$ cat src/logic/stepper_pkg.sv
package stepper_pkg;

  // blanking count after a commutation or an off period, in clock cycles.
  typedef logic [7:0] blank_t;

  // off-time count; the fast-decay threshold shares this width.
  typedef logic [9:0] off_t;

  // minimum on-time count; a trip inside this window is a fault.
  typedef logic [7:0] min_on_t;

  // how the bridge treats a coil in the current cycle.
  typedef enum logic [1:0] {
    decay_drive,
    decay_fast,
    decay_slow
  } decay_e;

  // chopper state for one coil.
  typedef enum logic [1:0] {
    chop_blank,
    chop_on,
    chop_off
  } chop_state_e;

endpackage
$ cat src/logic/chopper_if.sv
`timescale 1ns/1ps

interface chopper_if import stepper_pkg::*; ();

  chop_state_e state;
  off_t        off_timer;
  min_on_t     min_on_timer;
  blank_t      blank_timer;
  logic        starting;

  modport driver (
    output state,
    output off_timer,
    output min_on_timer,
    output blank_timer,
    output starting
  );

  modport monitor (
    input state,
    input off_timer,
    input min_on_timer,
    input blank_timer,
    input starting
  );

endinterface

$ cat src/logic/microstepper_top.sv
`timescale 1ns/1ps

module microstepper_top import stepper_pkg::*; #(
  parameter int phase_w = 8
) (
  input  logic               clk,
  input  logic               rst_n,
  input  logic               step,
  input  logic               dir,
  input  logic               enable,
  input  logic               analog_cmp1,
  input  logic               analog_cmp2,
  input  off_t               fastdecay_threshold,
  input  off_t               off_time,
  input  blank_t             blank_time,
  input  min_on_t            min_on_time,
  input  logic               invert_highside,
  input  logic               invert_lowside,
  output logic [3:0]         s_h,
  output logic [3:0]         s_l,
  output logic               fault,
  output logic [phase_w-1:0] phase_ct
);

  logic [3:0] legs;
  logic       enabled, fault_clear;
  logic       coil_start_a, coil_start_b;
  logic       fault_a, fault_b;

  chopper_if chop_a ();
  chopper_if chop_b ();

  phase_sequencer #(
    .phase_w (phase_w)
  ) phase_sequencer_inst (
    .clk         (clk),
    .rst_n       (rst_n),
    .step        (step),
    .dir         (dir),
    .enable      (enable),
    .phase_ct    (phase_ct),
    .legs        (legs),
    .enabled     (enabled),
    .fault_clear (fault_clear)
  );

  // coil a is s1/s2 and senses on cmp1, coil b is s3/s4 on cmp2.
  coil_chopper coil_chopper_a (
    .clk         (clk),
    .rst_n       (rst_n),
    .analog_cmp  (analog_cmp1),
    .starting    (coil_start_a),
    .off_time    (off_time),
    .blank_time  (blank_time),
    .min_on_time (min_on_time),
    .fault_clear (fault_clear),
    .chop        (chop_a.driver),
    .fault_coil  (fault_a)
  );

  coil_chopper coil_chopper_b (
    .clk         (clk),
    .rst_n       (rst_n),
    .analog_cmp  (analog_cmp2),
    .starting    (coil_start_b),
    .off_time    (off_time),
    .blank_time  (blank_time),
    .min_on_time (min_on_time),
    .fault_clear (fault_clear),
    .chop        (chop_b.driver),
    .fault_coil  (fault_b)
  );

  bridge_driver bridge_driver_inst (
    .clk                 (clk),
    .rst_n               (rst_n),
    .legs                (legs),
    .enabled             (enabled),
    .fastdecay_threshold (fastdecay_threshold),
    .invert_highside     (invert_highside),
    .invert_lowside      (invert_lowside),
    .fault_a             (fault_a),
    .fault_b             (fault_b),
    .chop_a              (chop_a.monitor),
    .chop_b              (chop_b.monitor),
    .coil_start_a        (coil_start_a),
    .coil_start_b        (coil_start_b),
    .s_h                 (s_h),
    .s_l                 (s_l),
    .fault               (fault)
  );

endmodule

$ cat src/logic/bridge_driver.sv
`timescale 1ns/1ps

module bridge_driver import stepper_pkg::*; (
  input  logic       clk,
  input  logic       rst_n,
  input  logic [3:0] legs,
  input  logic       enabled,
  input  off_t       fastdecay_threshold,
  input  logic       invert_highside,
  input  logic       invert_lowside,
  input  logic       fault_a,
  input  logic       fault_b,
  chopper_if.monitor chop_a,
  chopper_if.monitor chop_b,
  output logic       coil_start_a,
  output logic       coil_start_b,
  output logic [3:0] s_h,
  output logic [3:0] s_l,
  output logic       fault
);

  logic [3:0] leg_d1, leg_d2;
  logic [3:0] leg_rise;
  decay_e     decay_a, decay_b;
  logic       gate_en;

  function automatic decay_e decay_of(chop_state_e st, off_t ot, off_t thr);
    if (st != chop_off || ot == '0) begin
      return decay_drive;
    end
    if (ot >= thr) begin
      return decay_fast;
    end
    return decay_slow;
  endfunction

  always_ff @(posedge clk or negedge rst_n) begin
    if (!rst_n) begin
      leg_d1 <= '0;
      leg_d2 <= '0;
    end else begin
      leg_d1 <= legs;
      leg_d2 <= leg_d1;
    end
  end

  assign leg_rise     = leg_d1 & ~leg_d2;
  assign coil_start_a = |leg_rise[1:0];
  assign coil_start_b = |leg_rise[3:2];

  assign decay_a = decay_of(chop_a.state, chop_a.off_timer, fastdecay_threshold);
  assign decay_b = decay_of(chop_b.state, chop_b.off_timer, fastdecay_threshold);

  assign fault   = fault_a | fault_b;
  assign gate_en = enabled & ~fault;

  always_comb begin
    decay_e dm;
    logic   hi, lo;
    for (int i = 0; i < 4; i++) begin
      dm = (i < 2) ? decay_a : decay_b;
      case (dm)
        decay_fast: begin
          hi = ~legs[i];
          lo = legs[i];
        end
        decay_slow: begin
          hi = 1'b0;
          lo = 1'b1;
        end
        default: begin
          hi = legs[i];
          lo = ~legs[i];
        end
      endcase
      s_h[i] = (hi ^ invert_highside) & gate_en;
      s_l[i] = (lo ^ invert_lowside) & gate_en;
    end
  end

  // a restart lands in blanking, blanking is always driven, and a coil
  // fault only rises out of the minimum on window.
  property p_coil(logic start, chop_state_e st, blank_t bt, min_on_t mt,
                  decay_e dm, logic flt);
    @(posedge clk) disable iff (!rst_n)
      (start |=> st == chop_blank) and
      (bt != '0 |-> dm == decay_drive) and
      ($rose(flt) |-> $past(mt) != '0);
  endproperty

  assert property (p_coil(chop_a.starting, chop_a.state, chop_a.blank_timer,
                          chop_a.min_on_timer, decay_a, fault_a));
  assert property (p_coil(chop_b.starting, chop_b.state, chop_b.blank_timer,
                          chop_b.min_on_timer, decay_b, fault_b));

  // no shoot-through on any leg.
  assert property (@(posedge clk) disable iff (!rst_n)
    (!invert_highside && !invert_lowside) |-> (s_h & s_l) == 4'b0000);

endmodule

$ cat src/logic/coil_chopper.sv
`timescale 1ns/1ps

module coil_chopper import stepper_pkg::*; (
  input  logic      clk,
  input  logic      rst_n,
  input  logic      analog_cmp,
  input  logic      starting,
  input  off_t      off_time,
  input  blank_t    blank_time,
  input  min_on_t   min_on_time,
  input  logic      fault_clear,
  chopper_if.driver chop,
  output logic      fault_coil
);

  chop_state_e state;
  blank_t      blank_timer;
  off_t        off_timer;
  min_on_t     min_on_timer;
  logic        cmp_s1, cmp_s2;
  logic        trip;

  always_ff @(posedge clk or negedge rst_n) begin
    if (!rst_n) begin
      cmp_s1 <= 1'b0;
      cmp_s2 <= 1'b0;
    end else begin
      cmp_s1 <= analog_cmp;
      cmp_s2 <= cmp_s1;
    end
  end

  // the comparator only counts while the coil is driven and unblanked.
  assign trip = (state == chop_on) && cmp_s2 && !starting;

  always_ff @(posedge clk or negedge rst_n) begin
    if (!rst_n) begin
      state        <= chop_blank;
      blank_timer  <= '0;
      off_timer    <= '0;
      min_on_timer <= '0;
    end else begin
      if (min_on_timer != '0) begin
        min_on_timer <= min_on_timer - 1'b1;
      end
      if (starting) begin
        // a new commutation restarts the coil from blanking.
        state        <= chop_blank;
        blank_timer  <= blank_time;
        min_on_timer <= min_on_time;
        off_timer    <= '0;
      end else begin
        case (state)
          chop_blank: begin
            if (blank_timer <= blank_t'(1)) begin
              blank_timer <= '0;
              state       <= chop_on;
            end else begin
              blank_timer <= blank_timer - 1'b1;
            end
          end
          chop_on: begin
            if (trip) begin
              off_timer <= off_time;
              state     <= chop_off;
            end
          end
          default: begin
            if (off_timer <= off_t'(1)) begin
              off_timer   <= '0;
              blank_timer <= blank_time;
              state       <= chop_blank;
            end else begin
              off_timer <= off_timer - 1'b1;
            end
          end
        endcase
      end
    end
  end

  // sticky until the enable drops.
  always_ff @(posedge clk or negedge rst_n) begin
    if (!rst_n) begin
      fault_coil <= 1'b0;
    end else if (fault_clear) begin
      fault_coil <= 1'b0;
    end else if (trip && min_on_timer != '0) begin
      fault_coil <= 1'b1;
    end
  end

  assign chop.state        = state;
  assign chop.off_timer    = off_timer;
  assign chop.min_on_timer = min_on_timer;
  assign chop.blank_timer  = blank_timer;
  assign chop.starting     = starting;

  assert property (@(posedge clk) disable iff (!rst_n)
    !((blank_timer != '0) && (off_timer != '0)));

endmodule

$ cat src/logic/phase_sequencer.sv
`timescale 1ns/1ps

module phase_sequencer #(
  parameter int phase_w = 8
) (
  input  logic               clk,
  input  logic               rst_n,
  input  logic               step,
  input  logic               dir,
  input  logic               enable,
  output logic [phase_w-1:0] phase_ct,
  output logic [3:0]         legs,
  output logic               enabled,
  output logic               fault_clear
);

  logic step_s1, step_s2, step_d;
  logic dir_s1, dir_s2;
  logic en_s1, en_s2;
  logic step_rise;

  always_ff @(posedge clk or negedge rst_n) begin
    if (!rst_n) begin
      step_s1 <= 1'b0;
      step_s2 <= 1'b0;
      step_d  <= 1'b0;
      dir_s1  <= 1'b0;
      dir_s2  <= 1'b0;
      en_s1   <= 1'b0;
      en_s2   <= 1'b0;
    end else begin
      step_s1 <= step;
      step_s2 <= step_s1;
      step_d  <= step_s2;
      dir_s1  <= dir;
      dir_s2  <= dir_s1;
      en_s1   <= enable;
      en_s2   <= en_s1;
    end
  end

  assign step_rise   = step_s2 & ~step_d;
  assign enabled     = en_s2;
  assign fault_clear = ~en_s2;

  // the counter wraps at its own width in both directions.
  always_ff @(posedge clk or negedge rst_n) begin
    if (!rst_n) begin
      phase_ct <= '0;
    end else if (en_s2 && step_rise) begin
      phase_ct <= dir_s2 ? phase_ct + 1'b1 : phase_ct - 1'b1;
    end
  end

  // legs[0] is s1 and legs[3] is s4, so each constant reads s4..s1.
  always_comb begin
    case (phase_ct[1:0])
      2'd0:    legs = 4'b0101;
      2'd1:    legs = 4'b0110;
      2'd2:    legs = 4'b1010;
      default: legs = 4'b1001;
    endcase
  end

  // one leg per coil is active, and a full step moves only one coil.
  assert property (@(posedge clk) disable iff (!rst_n)
    (legs[0] != legs[1]) && (legs[2] != legs[3]) &&
    ((legs[1:0] == $past(legs[1:0])) || (legs[3:2] == $past(legs[3:2]))));

endmodule

$ cat config.mk
export PLATFORM = sky130hd
export DESIGN_NAME = microstepper_top
export DESIGN_NICKNAME = d
export VERILOG_FILES = /design/src/logic/stepper_pkg.sv /design/src/logic/chopper_if.sv /design/src/logic/microstepper_top.sv /design/src/logic/bridge_driver.sv /design/src/logic/coil_chopper.sv /design/src/logic/phase_sequencer.sv
export SDC_FILE = /design/constraint.sdc
export NUM_CORES = 1
export LEC_CHECK = 0
export BUFFER_PORTS_ARGS = -buffer_cell sky130_fd_sc_hd__buf_2
export CAP_MARGIN = 20
export CORE_MARGIN = 4
export CORE_UTILIZATION = 53
export CTS_CLUSTER_DIAMETER = 30
export DETAILED_ROUTE_END_ITERATION = 8
export GPL_TIMING_DRIVEN = 0
export PLACE_DENSITY = 0.76
export SETUP_SLACK_MARGIN = 0.4
export SLEW_MARGIN = 30
export SYNTH_ARGS = -nofsm -noshare
export SYNTH_HDL_FRONTEND = slang
export SYNTH_SLANG_ARGS = --single-unit
$ cat constraint.sdc
create_clock -name clk -period 2.39 [get_ports clk]
set_input_delay 0.5975 -clock clk [delete_from_list [all_inputs] [get_ports clk]]
set_output_delay 0.5975 -clock clk [all_outputs]
set_load 0.02 [all_outputs]
Yosys cells after proc, flatten, opt, wreduce, memory -nomap -nowiden
Cells that the tools add are included.
Widths: inputs -> output; s select.
{ "totals": {"in_bits": 45, "out_inout_bits": 17, "regBits": 85, "wordCells": 175} }
{ "classes": {"n_reduce_logical": 32, "mux": 58, "bitwise_logic": 27, "add_sub_neg": 8, "n_lt_le_gt_ge": 6, "n_eq_ne": 20} }
{ "op_table": {"columns": ["op", "count"], "rows": [
  ["$mux 8", 11],
  ["$mux 10", 6],
  ["$pmux 10 s2", 2],
  ["$sub 8x1->8 const B", 5],
  ["$mux 2", 16],
  ["$pmux 8 s2", 2],
  ["$ge 10x10->1", 2],
  ["$le 10x1->1 const B", 2],
  ["$logic_not 10->1", 2],
  ["$sub 10x1->10 const B", 2],
  ["$le 8x1->1 const B", 2],
  ["$pmux 1 s2", 8],
  ["$reduce_bool 8->1", 2],
  ["$ne 2x1->1 const B", 6],
  ["$ne 3x1->1 const B", 4],
  ["$pmux 4 s3", 1],
  ["$and 1x1->1", 10],
  ["$eq 2x1->1 const B", 5],
  ["$mux 1", 10],
  ["$add 8x1->8 const B", 1],
  ["$pmux 2 s2", 2],
  ["$reduce_and 2->1", 4],
  ["$reduce_bool 4->1", 2],
  ["$xor 1x1->1", 8],
  ["14 further kinds", 36]
]} }

Longest topological paths before layout
Gate-level depths: netlist of the first run.
{ "depth": {"ltp_word": 10, "depth_mapped": 8, "depth_no_buf": 8} }

By module
From an unflattened synthesis of the first run, not the netlist that was laid out.
{ "unflattened": {"hier_cells": 640, "area_unflattened_um2": 6029.5} }
{ "modules_own_cells": {"columns": ["mod", "instances", "seq_area_each_um2", "cells_per_inst", "area_per_inst_um2"], "rows": [
  ["coil_chopper", 2, 775.7, 202, 1995.7],
  ["bridge_driver", 1, 200.2, 156, 1179.9],
  ["phase_sequencer", 1, 375.4, 80, 858.3]
]} }

Worst setup path after synthesis of the first run
Ideal clock, no wire load.
{ "synth_path": {"path_kind": "reg2out", "start": "register phase_sequencer_inst.phase_ct[0]", "end": "output port s_h[2]", "setup_slack_ps": -234, "required_time_ps": 1793, "t_arrival_ps": 2027, "path_stages_with_launch": 8, "path_buffers": 0, "path_cell_list": "dfrtp_1 > inv_1 > ha_1 > nor2_1 > inv_1 > or4_1 > nor3_1 > a211o_1"} }
{ "synth_via": {"elab_chain_len": 6, "word_cells_on_any_way": 8, "classes_between": "2 x eq/ne; 2 x mux; 3 x bitwise; 1 x reduce/logical"} }
{ "synth_rtl": {"columns": ["item", "line", "text"], "rows": [
  ["from (decl)", "phase_sequencer.sv:11", "output logic [phase_w-1:0] phase_ct,"],
  ["from (signal assigned)", "phase_sequencer.sv:51", "phase_ct <= dir_s2 ? phase_ct + 1'b1 : phase_ct - 1'b1;"],
  ["$eq 2x2->1, or another cell as far along", "phase_sequencer.sv:57", "case (phase_ct[1:0])"],
  ["$pmux 4 s3 (*)", "phase_sequencer.sv:57", null],
  ["via bridge_driver_inst.legs[2]", "bridge_driver.sv:6", "input logic [3:0] legs,"],
  ["$not 1->1", "bridge_driver.sv:64", "hi = ~legs[i];"],
  ["$pmux 1 s2 (*)", "bridge_driver.sv:62", "case (dm)"],
  ["$xor 1x1->1 (*)", "bridge_driver.sv:76", "s_h[i] = (hi ^ invert_highside) & gate_en;"],
  ["$and 1x1->1 (*)", "bridge_driver.sv:76", null],
  ["to (decl)", "microstepper_top.sv:19", "output logic [3:0] s_h,"]
]} }
Mark *: on every way through the listed nets, which the timed path passes. The rest lies on a longest branch.

Worst setup path in the final report of the first run
{ "layout_path": {"start": "register coil_chopper_b.off_timer[4] (netlist: coil_chopper_b.chop.off_timer[4])", "end": "output port s_h[2]"} }
{ "layout_via": {"elab_chain_len": 9, "word_cells_on_any_way": 14, "classes_between": "1 x order compare; 2 x eq/ne; 7 x mux; 2 x bitwise; 2 x reduce/logical"} }
{ "layout_rtl": {"columns": ["item", "line", "text"], "rows": [
  ["from (decl)", "coil_chopper.sv:18", "off_t off_timer;"],
  ["from (signal assigned)", "coil_chopper.sv:64", "off_timer <= off_time;"],
  ["from (signal assigned)", "coil_chopper.sv:74", "off_timer <= off_timer - 1'b1;"],
  ["$ge 10x10->1", "bridge_driver.sv:31", "if (ot >= thr) begin"],
  ["$mux 1 (2 in a row)", "bridge_driver.sv:31", null],
  ["$mux 2", "bridge_driver.sv:34", "return decay_slow;"],
  ["$mux 2 (*)", "bridge_driver.sv:31", null],
  ["$eq 2x2->1 or $eq 2x1->1 (tied branches)", "bridge_driver.sv:62", null],
  ["$pmux 1 s2 (*)", "bridge_driver.sv:62", null],
  ["$xor 1x1->1 (*)", "bridge_driver.sv:76", null],
  ["$and 1x1->1 (*)", "bridge_driver.sv:76", null]
]} }
Mark *: on every way between the ends. The rest lies on a longest branch, timed or not. The select of a mux whose other input is x is not followed.

==> flow_summary.ini, run 1 <==
[synthesis]
synth_top_family_by_area = compound AO/OA/AOI/OAI gates
synth_area_um2 = 5640
synthTopCellsByCount = 85 x dfrtp_1, 55 x nand2_1, 54 x inv_1
yosys-mux-area-fraction = 0.0126
synth_compound_area_frac = 0.220
yosys.area_share.simple = 0.206
ys.warnings.count = 0
synthXorXnorAreaFrac = 0.0264
synth.avg_cell_area_um2 = 8.83
synth.area.top_cells = dfrtp_1 38%, ha_1 9.8%, o21ai_0 4.6%, nand2_1 3.7%, inv_1 3.6%
synth_ff_type = dfrtp_1
ys_async_sr_fraction = 1.00
yosysTopAreaCellShare = 0.377
ys_types = 58
synth_cells = 639
ys_seq_elements = 85
yosysSeqAreaShare = 0.377
yosysMostFrequentCell = dfrtp_1
yosys.area_share.adder = 0.101
yosysTopAreaCell = dfrtp_1
synth_edf_count = 0
mappedNetlistNets = 729

[layout]
layout.nets = 840
multi_input_area_um2 = 3660
regArea_um2 = 2150
areaGrowthSynthToFinish_pct = 28.6
antenna_cells = 0
fillers = 781
drive_gt1_frac = 0.309
final_util = 0.703

[worst_setup_path]
r2r_slack_ns = 0.25
cp_max_fo = 5
worst_setup_path_end_kind = output pin
setup.worst_path.start_class = flop
worstPathArrival_ns = 2.36
ff2ff_path_depth = 8
critPathKind = reg2out
r2r_start = phase_sequencer_inst.phase_ct[1]
required_ns = 1.79
r2r-end = phase_sequencer_inst.phase_ct[7]

[clock_network]
ctsHoldBuffers = 0
clockBufferDepth = 2
htreeDepth = 3
cts_inserted_buffers = 9
cts-root-buf = clkbuf_8
clk-insertion-delay-late_ns = 0.37
clk_pin_slew_ns = 0.10
cts_tree = yes
clock-sinks = 85

[die]
io_pins = 62
core_area_um2 = 10300
chipWidth_um = 111
initial_core_util = 0.546
rows = 37
die-area_um2 = 12400
die_h_um = 111

[drt]
detail_route.vias_per_cell = 6.06
ant_nets = 0
drtPass1Iterations = 5
route.detailed.drc = 0
dr_total_vias = 5401
drt_iter0_drc = 355
routed_wl_mm = 15.2
wl_per_cell_um = 17.1

[sta]
worst_slack_ns = -0.569
worst_pin_slew_ns = 0.589
timing.final.crit_share = 1.24
fmax_ghz = 0.338
hold_viol_final = 0
max_slew_margin = 0.604
whs_ns = 0.0902
skew_ns = 0.0169
finalCriticalPeriod_ns = 2.96
setup_viol = 8
maxSlewViolCount = 0
rsz0062_at_grt = yes

[global_routing]
grt_pass1_wl_mm = 24.9
antenna_found_initial = 0
grt-ovfl-total = 0
grt_max_degree = 56
grt_usage = 0.241
grt_pass1_vias = 5296

[placement]
gp_congestion = 0.861
portBuffers = 61
dpl.hpwl_mm = 10.7

[power_and_ir_drop]
cellInternalPower_mw = 5.58
p_sw_frac = 0.476
max-vdd-ir-drop_uv = 799
power.switching_mw = 5.07
p_seq_frac = 0.250
pwr-share-clk = 0.099
power_frac_comb = 0.651
p_leak_nw = 3.27
powerDensity_nw_per_um2 = 1470

[status]
status = finished with violations
violations = setup timing

[run]
drv_cap = 0

[hold_path]
hold_class = in2async
==> sequential cells by signal, summed over array words and instances (netlist names), 2 cells and up <==
name	cells
coil_chopper_a.chop.state	2
bridge_driver_inst.leg_d1	4
coil_chopper_b.chop.blank_timer	8
coil_chopper_a.chop.blank_timer	8
coil_chopper_b.chop.min_on_timer	8
coil_chopper_b.chop.state	2
phase_sequencer_inst.phase_ct	8
coil_chopper_a.chop.min_on_timer	8
bridge_driver_inst.leg_d2	4
coil_chopper_b.chop.off_timer	10
coil_chopper_a.chop.off_timer	10
==> area by class of cell <==
class | instances | area share
clock buffers | 9 | 0.0171
multi-input cells | 476 | 0.504
inverters | 54 | 0.0321
flip-flops and latches | 85 | 0.296
well taps | 136 | 0.0235
clock inverters | 7 | 0.0104
plain buffers | 24 | 0.0207
repair buffers | 100 | 0.0961
==> critical path, stage by stage, from the launching register on <==
cell and delay (ns):
dfrtp_2 0.43, buf_6 0.12, ha_4 0.26, and3_4 0.18, o21ai_2 0.06, o2111a_2 0.20
or2_4 0.29, a211o_4 0.32, buf_6 0.13
==> through the flow <==
step	worst slack, ns	cells	power, mW	setup TNS [ns]	area [um^2]
after global routing	-0.625	891	11.5	-4.33	7250
after global placement	-0.436	836	8.04	-3.73	6340
after CTS	-0.576	874	9.89	-3.67	6920
after detailed placement	-0.475	837	8.27	-4.09	6370
after floorplan	-0.0637	639	6.89	-0.170	5860
final	-0.569	891	10.6	-3.65	7250
==> cell usage in the layout (no fill, tap or decap), drive strengths merged, types with 5 or more instances in the layout <==
master	count
clkbuf	24
or2	5
a22oi	11
o2bb2ai	8
nand2	55
nand2b	10
o22ai	11
xor2	8
or4	5
a21oi	30
nand3	32
and3	15
nor2b	6
inv	55
ha	44
a221oi	8
mux2i	6
or3	8
a31oi	6
a211o	5
a21o	7
nor4	13
buf	109
a211oi	7
a32oi	12
nor3	29
dfrtp	85
o21ai	54
nor2	35
xnor2	9
==> power groups by stage <==
stage | registers [mW] | clock network [mW] | logic [mW]
4_1_cts | 2.64 | 1.07 | 6.17
3_5_place_dp | 2.68 | 0 | 5.59
2_1_floorplan | 2.60 | 0 | 4.29
3_3_place_gp | 2.65 | 0 | 5.39
5_1_grt | 2.74 | 1.13 | 7.65
6_report | 2.66 | 1.05 | 6.93
==> how the worst max path moves through the flow <==
stage                                                 from     end  slack, ns  cells past startpoint
after floorplan                     fastdecay_threshold[5]  s_h[2]      -0.06                      6
after global placement              fastdecay_threshold[4]  s_h[2]      -0.44                      9
after detailed placement            fastdecay_threshold[4]  s_h[2]      -0.48                      9
after CTS                 coil_chopper_b.chop.off_timer[3]  s_l[3]      -0.58                      8
after global routing      coil_chopper_b.chop.off_timer[3]  s_h[2]      -0.62                      7
final                     coil_chopper_b.chop.off_timer[4]  s_h[2]      -0.57                      8
==> layer usage <==
metal	GRT usage	share of wire	vias up
met2	0.404	0.49	192
met5	0	0	-
met1	0.307	0.42	2581
met3	0.0579	0.064	58
met4	0.0770	0.034	0
li1	-	-	2570
==> kinds of logic (layout without fill, tap and decap cells) <==
group	count (synthesis)	count (layout)
adders and majority gates	45	45
DFF	85	85
and+or+nand+nor	228	228
buffers and inverters	78	194
xor gates and xnor gates	17	17
muxes	7	7
AOI/OAI and AO/OA	179	179
==> timing repair <==
| action | in CTS | in global routing |
|---|---|---|
| setup endpoints to repair | 45 | 39 |
| pin swaps | 15 | 20 |
| gates cloned | 1 | 1 |
| gates resized for setup | 58 | 59 |
| buffers inserted | 20 | 16 |
Power figures use the tool's default switching activity.
==> run 2, diff against run 1 <==
==> constraint.sdc (replaced) <==
create_clock -name clk -period 2.39 [get_ports clk]
set_input_delay 0.5975 -clock clk [delete_from_list [all_inputs] [get_ports clk]]
set_output_delay 0.5975 -clock clk [all_outputs]
set_load 0.1 [all_outputs]
==> flow_summary.ini, run 2 (synthesized netlist as in run 1, its figures left out) <==
[die]
core_area_um2 = 10300
die_h_um = 111
chipWidth_um = 111
die-area_um2 = 12400
io_pins = 62
rows = 37
initial_core_util = 0.546

[drt]
ant_nets = 0
detail_route.vias_per_cell = 6.22
routed_wl_mm = 16.8
route.detailed.drc = 0
wl_per_cell_um = 18.8
drtPass1Iterations = 5
dr_total_vias = 5583
drt_iter0_drc = 371

[worst_setup_path]
required_ns = 1.79
cpMaxStageDelayCell = dfrtp_1
critPathKind = reg2out
setup.worst_path.start_class = flop
worst_setup_path_end_kind = output pin
worstPathCellList = buf_6, ha_4, and3_1, o21ai_1, o2111a_2, or2_4, a211o_4, buf_12
cp_max_fo = 5
worstPathArrival_ns = 2.39
crit_path_max_incr_delay_ns = 0.41

[clock_network]
clockBufferDepth = 2
cts_tree = yes
clk_pin_slew_ns = 0.10
ctsHoldBuffers = 0
clk-insertion-delay-late_ns = 0.37
clock-sinks = 85
cts_inserted_buffers = 9
cts-root-buf = clkbuf_8
htreeDepth = 3

[layout]
layout.cells.non_filler = 898
mostFrequentLayoutCells = 72 x dfrtp_1, 54 x nand2_1, 51 x buf_2
final_common_cell = dfrtp_1
areaGrowthSynthToFinish_pct = 35.7
fillers = 701
layout.nets = 847
largest_registers = coil_chopper_a.chop.off_timer: 10 flops, coil_chopper_b.chop.off_timer: 10 flops
antenna_cells = 0
drive_gt1_frac = 0.365
final_area_um2 = 7650

[hold_path]
hold_class = in2async

[sta]
max_slew_margin = 0.513
skew_ns = 0.0151
finalCriticalPeriod_ns = 2.99
fmax_ghz = 0.334
rsz0062_at_grt = yes
maxSlewViolCount = 0
timing.final.crit_share = 1.25
worst_slack_ns = -0.600
hold_viol_final = 0
setup_viol = 8
worst_pin_slew_ns = 0.724

[status]
violations = setup timing
status = finished with violations

[placement]
pre_cts_ws_ns = -0.851
dpl_cell_area_um2 = 6400
dpl.hpwl_mm = 11.1
dp.cells = 837
gp_congestion = 0.927
portBuffers = 61

[global_routing]
grt_max_degree = 45
grt_usage = 0.262
grt-ovfl-total = 0
grt_pass1_vias = 5681
grt_pass1_wl_mm = 27.1
antenna_found_initial = 0

[run]
drv_cap = 0
[run 2: cell count changes in the layout (fill, tap and decap cells not counted), moves of 4 or more]
cell,change
a21oi_1,-8
a21oi_2,+6
buf_12,+6
dfrtp_2,-6
buf_2,-5
buf_4,+4
clkbuf_2,+4
dfrtp_4,+4
nand3_1,-4
[run 2: worst max-delay path, delay by kind of cell, from the launching register on]
family	cells	cell delay (ns)
adders and majority gates	1	0.26
AOI/OAI and AO/OA	3	0.63
DFF	1	0.41
buffers and inverters	2	0.30
and+or+nand+nor	2	0.42
[run 2: path summary, 6_finish.rpt]
kind | slack (ns) | depth (start not counted) | endpoint | startpoint
worst max-delay path | -0.60 | 8 | s_l[2] | coil_chopper_b.chop.off_timer[4]
worst min-delay path | 0.13 | 1 | coil_chopper_a.chop.off_timer[4] | rst_n
worst max register to register | 0.25 | 7 | phase_sequencer_inst.phase_ct[7] | phase_sequencer_inst.phase_ct[1]
worst min register to register | 0.35 | 0 | phase_sequencer_inst.step_s2 | phase_sequencer_inst.step_s1
max in group asynchronous | 1.68 | 2 | coil_chopper_b.chop.off_timer[6] | rst_n
min in group clk | 0.34 | 1 | phase_sequencer_inst.step_s1 | step
[run 2: stage by stage]
stage          utilization  hold WS [ns]  TNS (ns)
3_5_place_dp         0.620         0.335     -6.39
4_1_cts              0.696         0.141     -4.40
6_report             0.741         0.131     -4.48
5_1_grt              0.741         0.158     -5.29
3_3_place_gp         0.617         0.333     -9.33
2_1_floorplan            -         0.302     -2.14
[run 2: metal layers]
metal  GRT usage  share of wire  wire (um)  vias up
met3      0.0655          0.068       1150       54
li1            -              -          -     2586
met5           0              0          0        -
met1       0.316           0.40       6700     2710
met4      0.0998          0.028        471        0
met2       0.452           0.51       8530      233
[run 2: area by class of cell]
cell class | count | area, um^2 | area share
Clock inverter | 6 | 46.3 | 0.00605
Tap cell | 136 | 170 | 0.0222
Timing Repair Buffer | 107 | 842 | 0.110
Multi-Input combinational cell | 476 | 3920 | 0.513
Buffer | 24 | 154 | 0.0201
Clock buffer | 10 | 138 | 0.0180
Sequential cell | 85 | 2150 | 0.281
Inverter | 54 | 228 | 0.0297
[run 2: repair_timing]
| item | 4_1_cts | 5_1_grt |
|---|---|---|
| cloned | 3 | 0 |
| endpoints found under the hold margin | 0 | 0 |
| setup endpoints to repair | 46 | 50 |
| buffers inserted | 30 | 12 |
| pin swaps | 32 | 21 |
| gates resized for setup | 94 | 95 |
Power of run 2 is not shown: default switching activity piles up to over one toggle a cycle in this logic, so the estimate is an artifact.
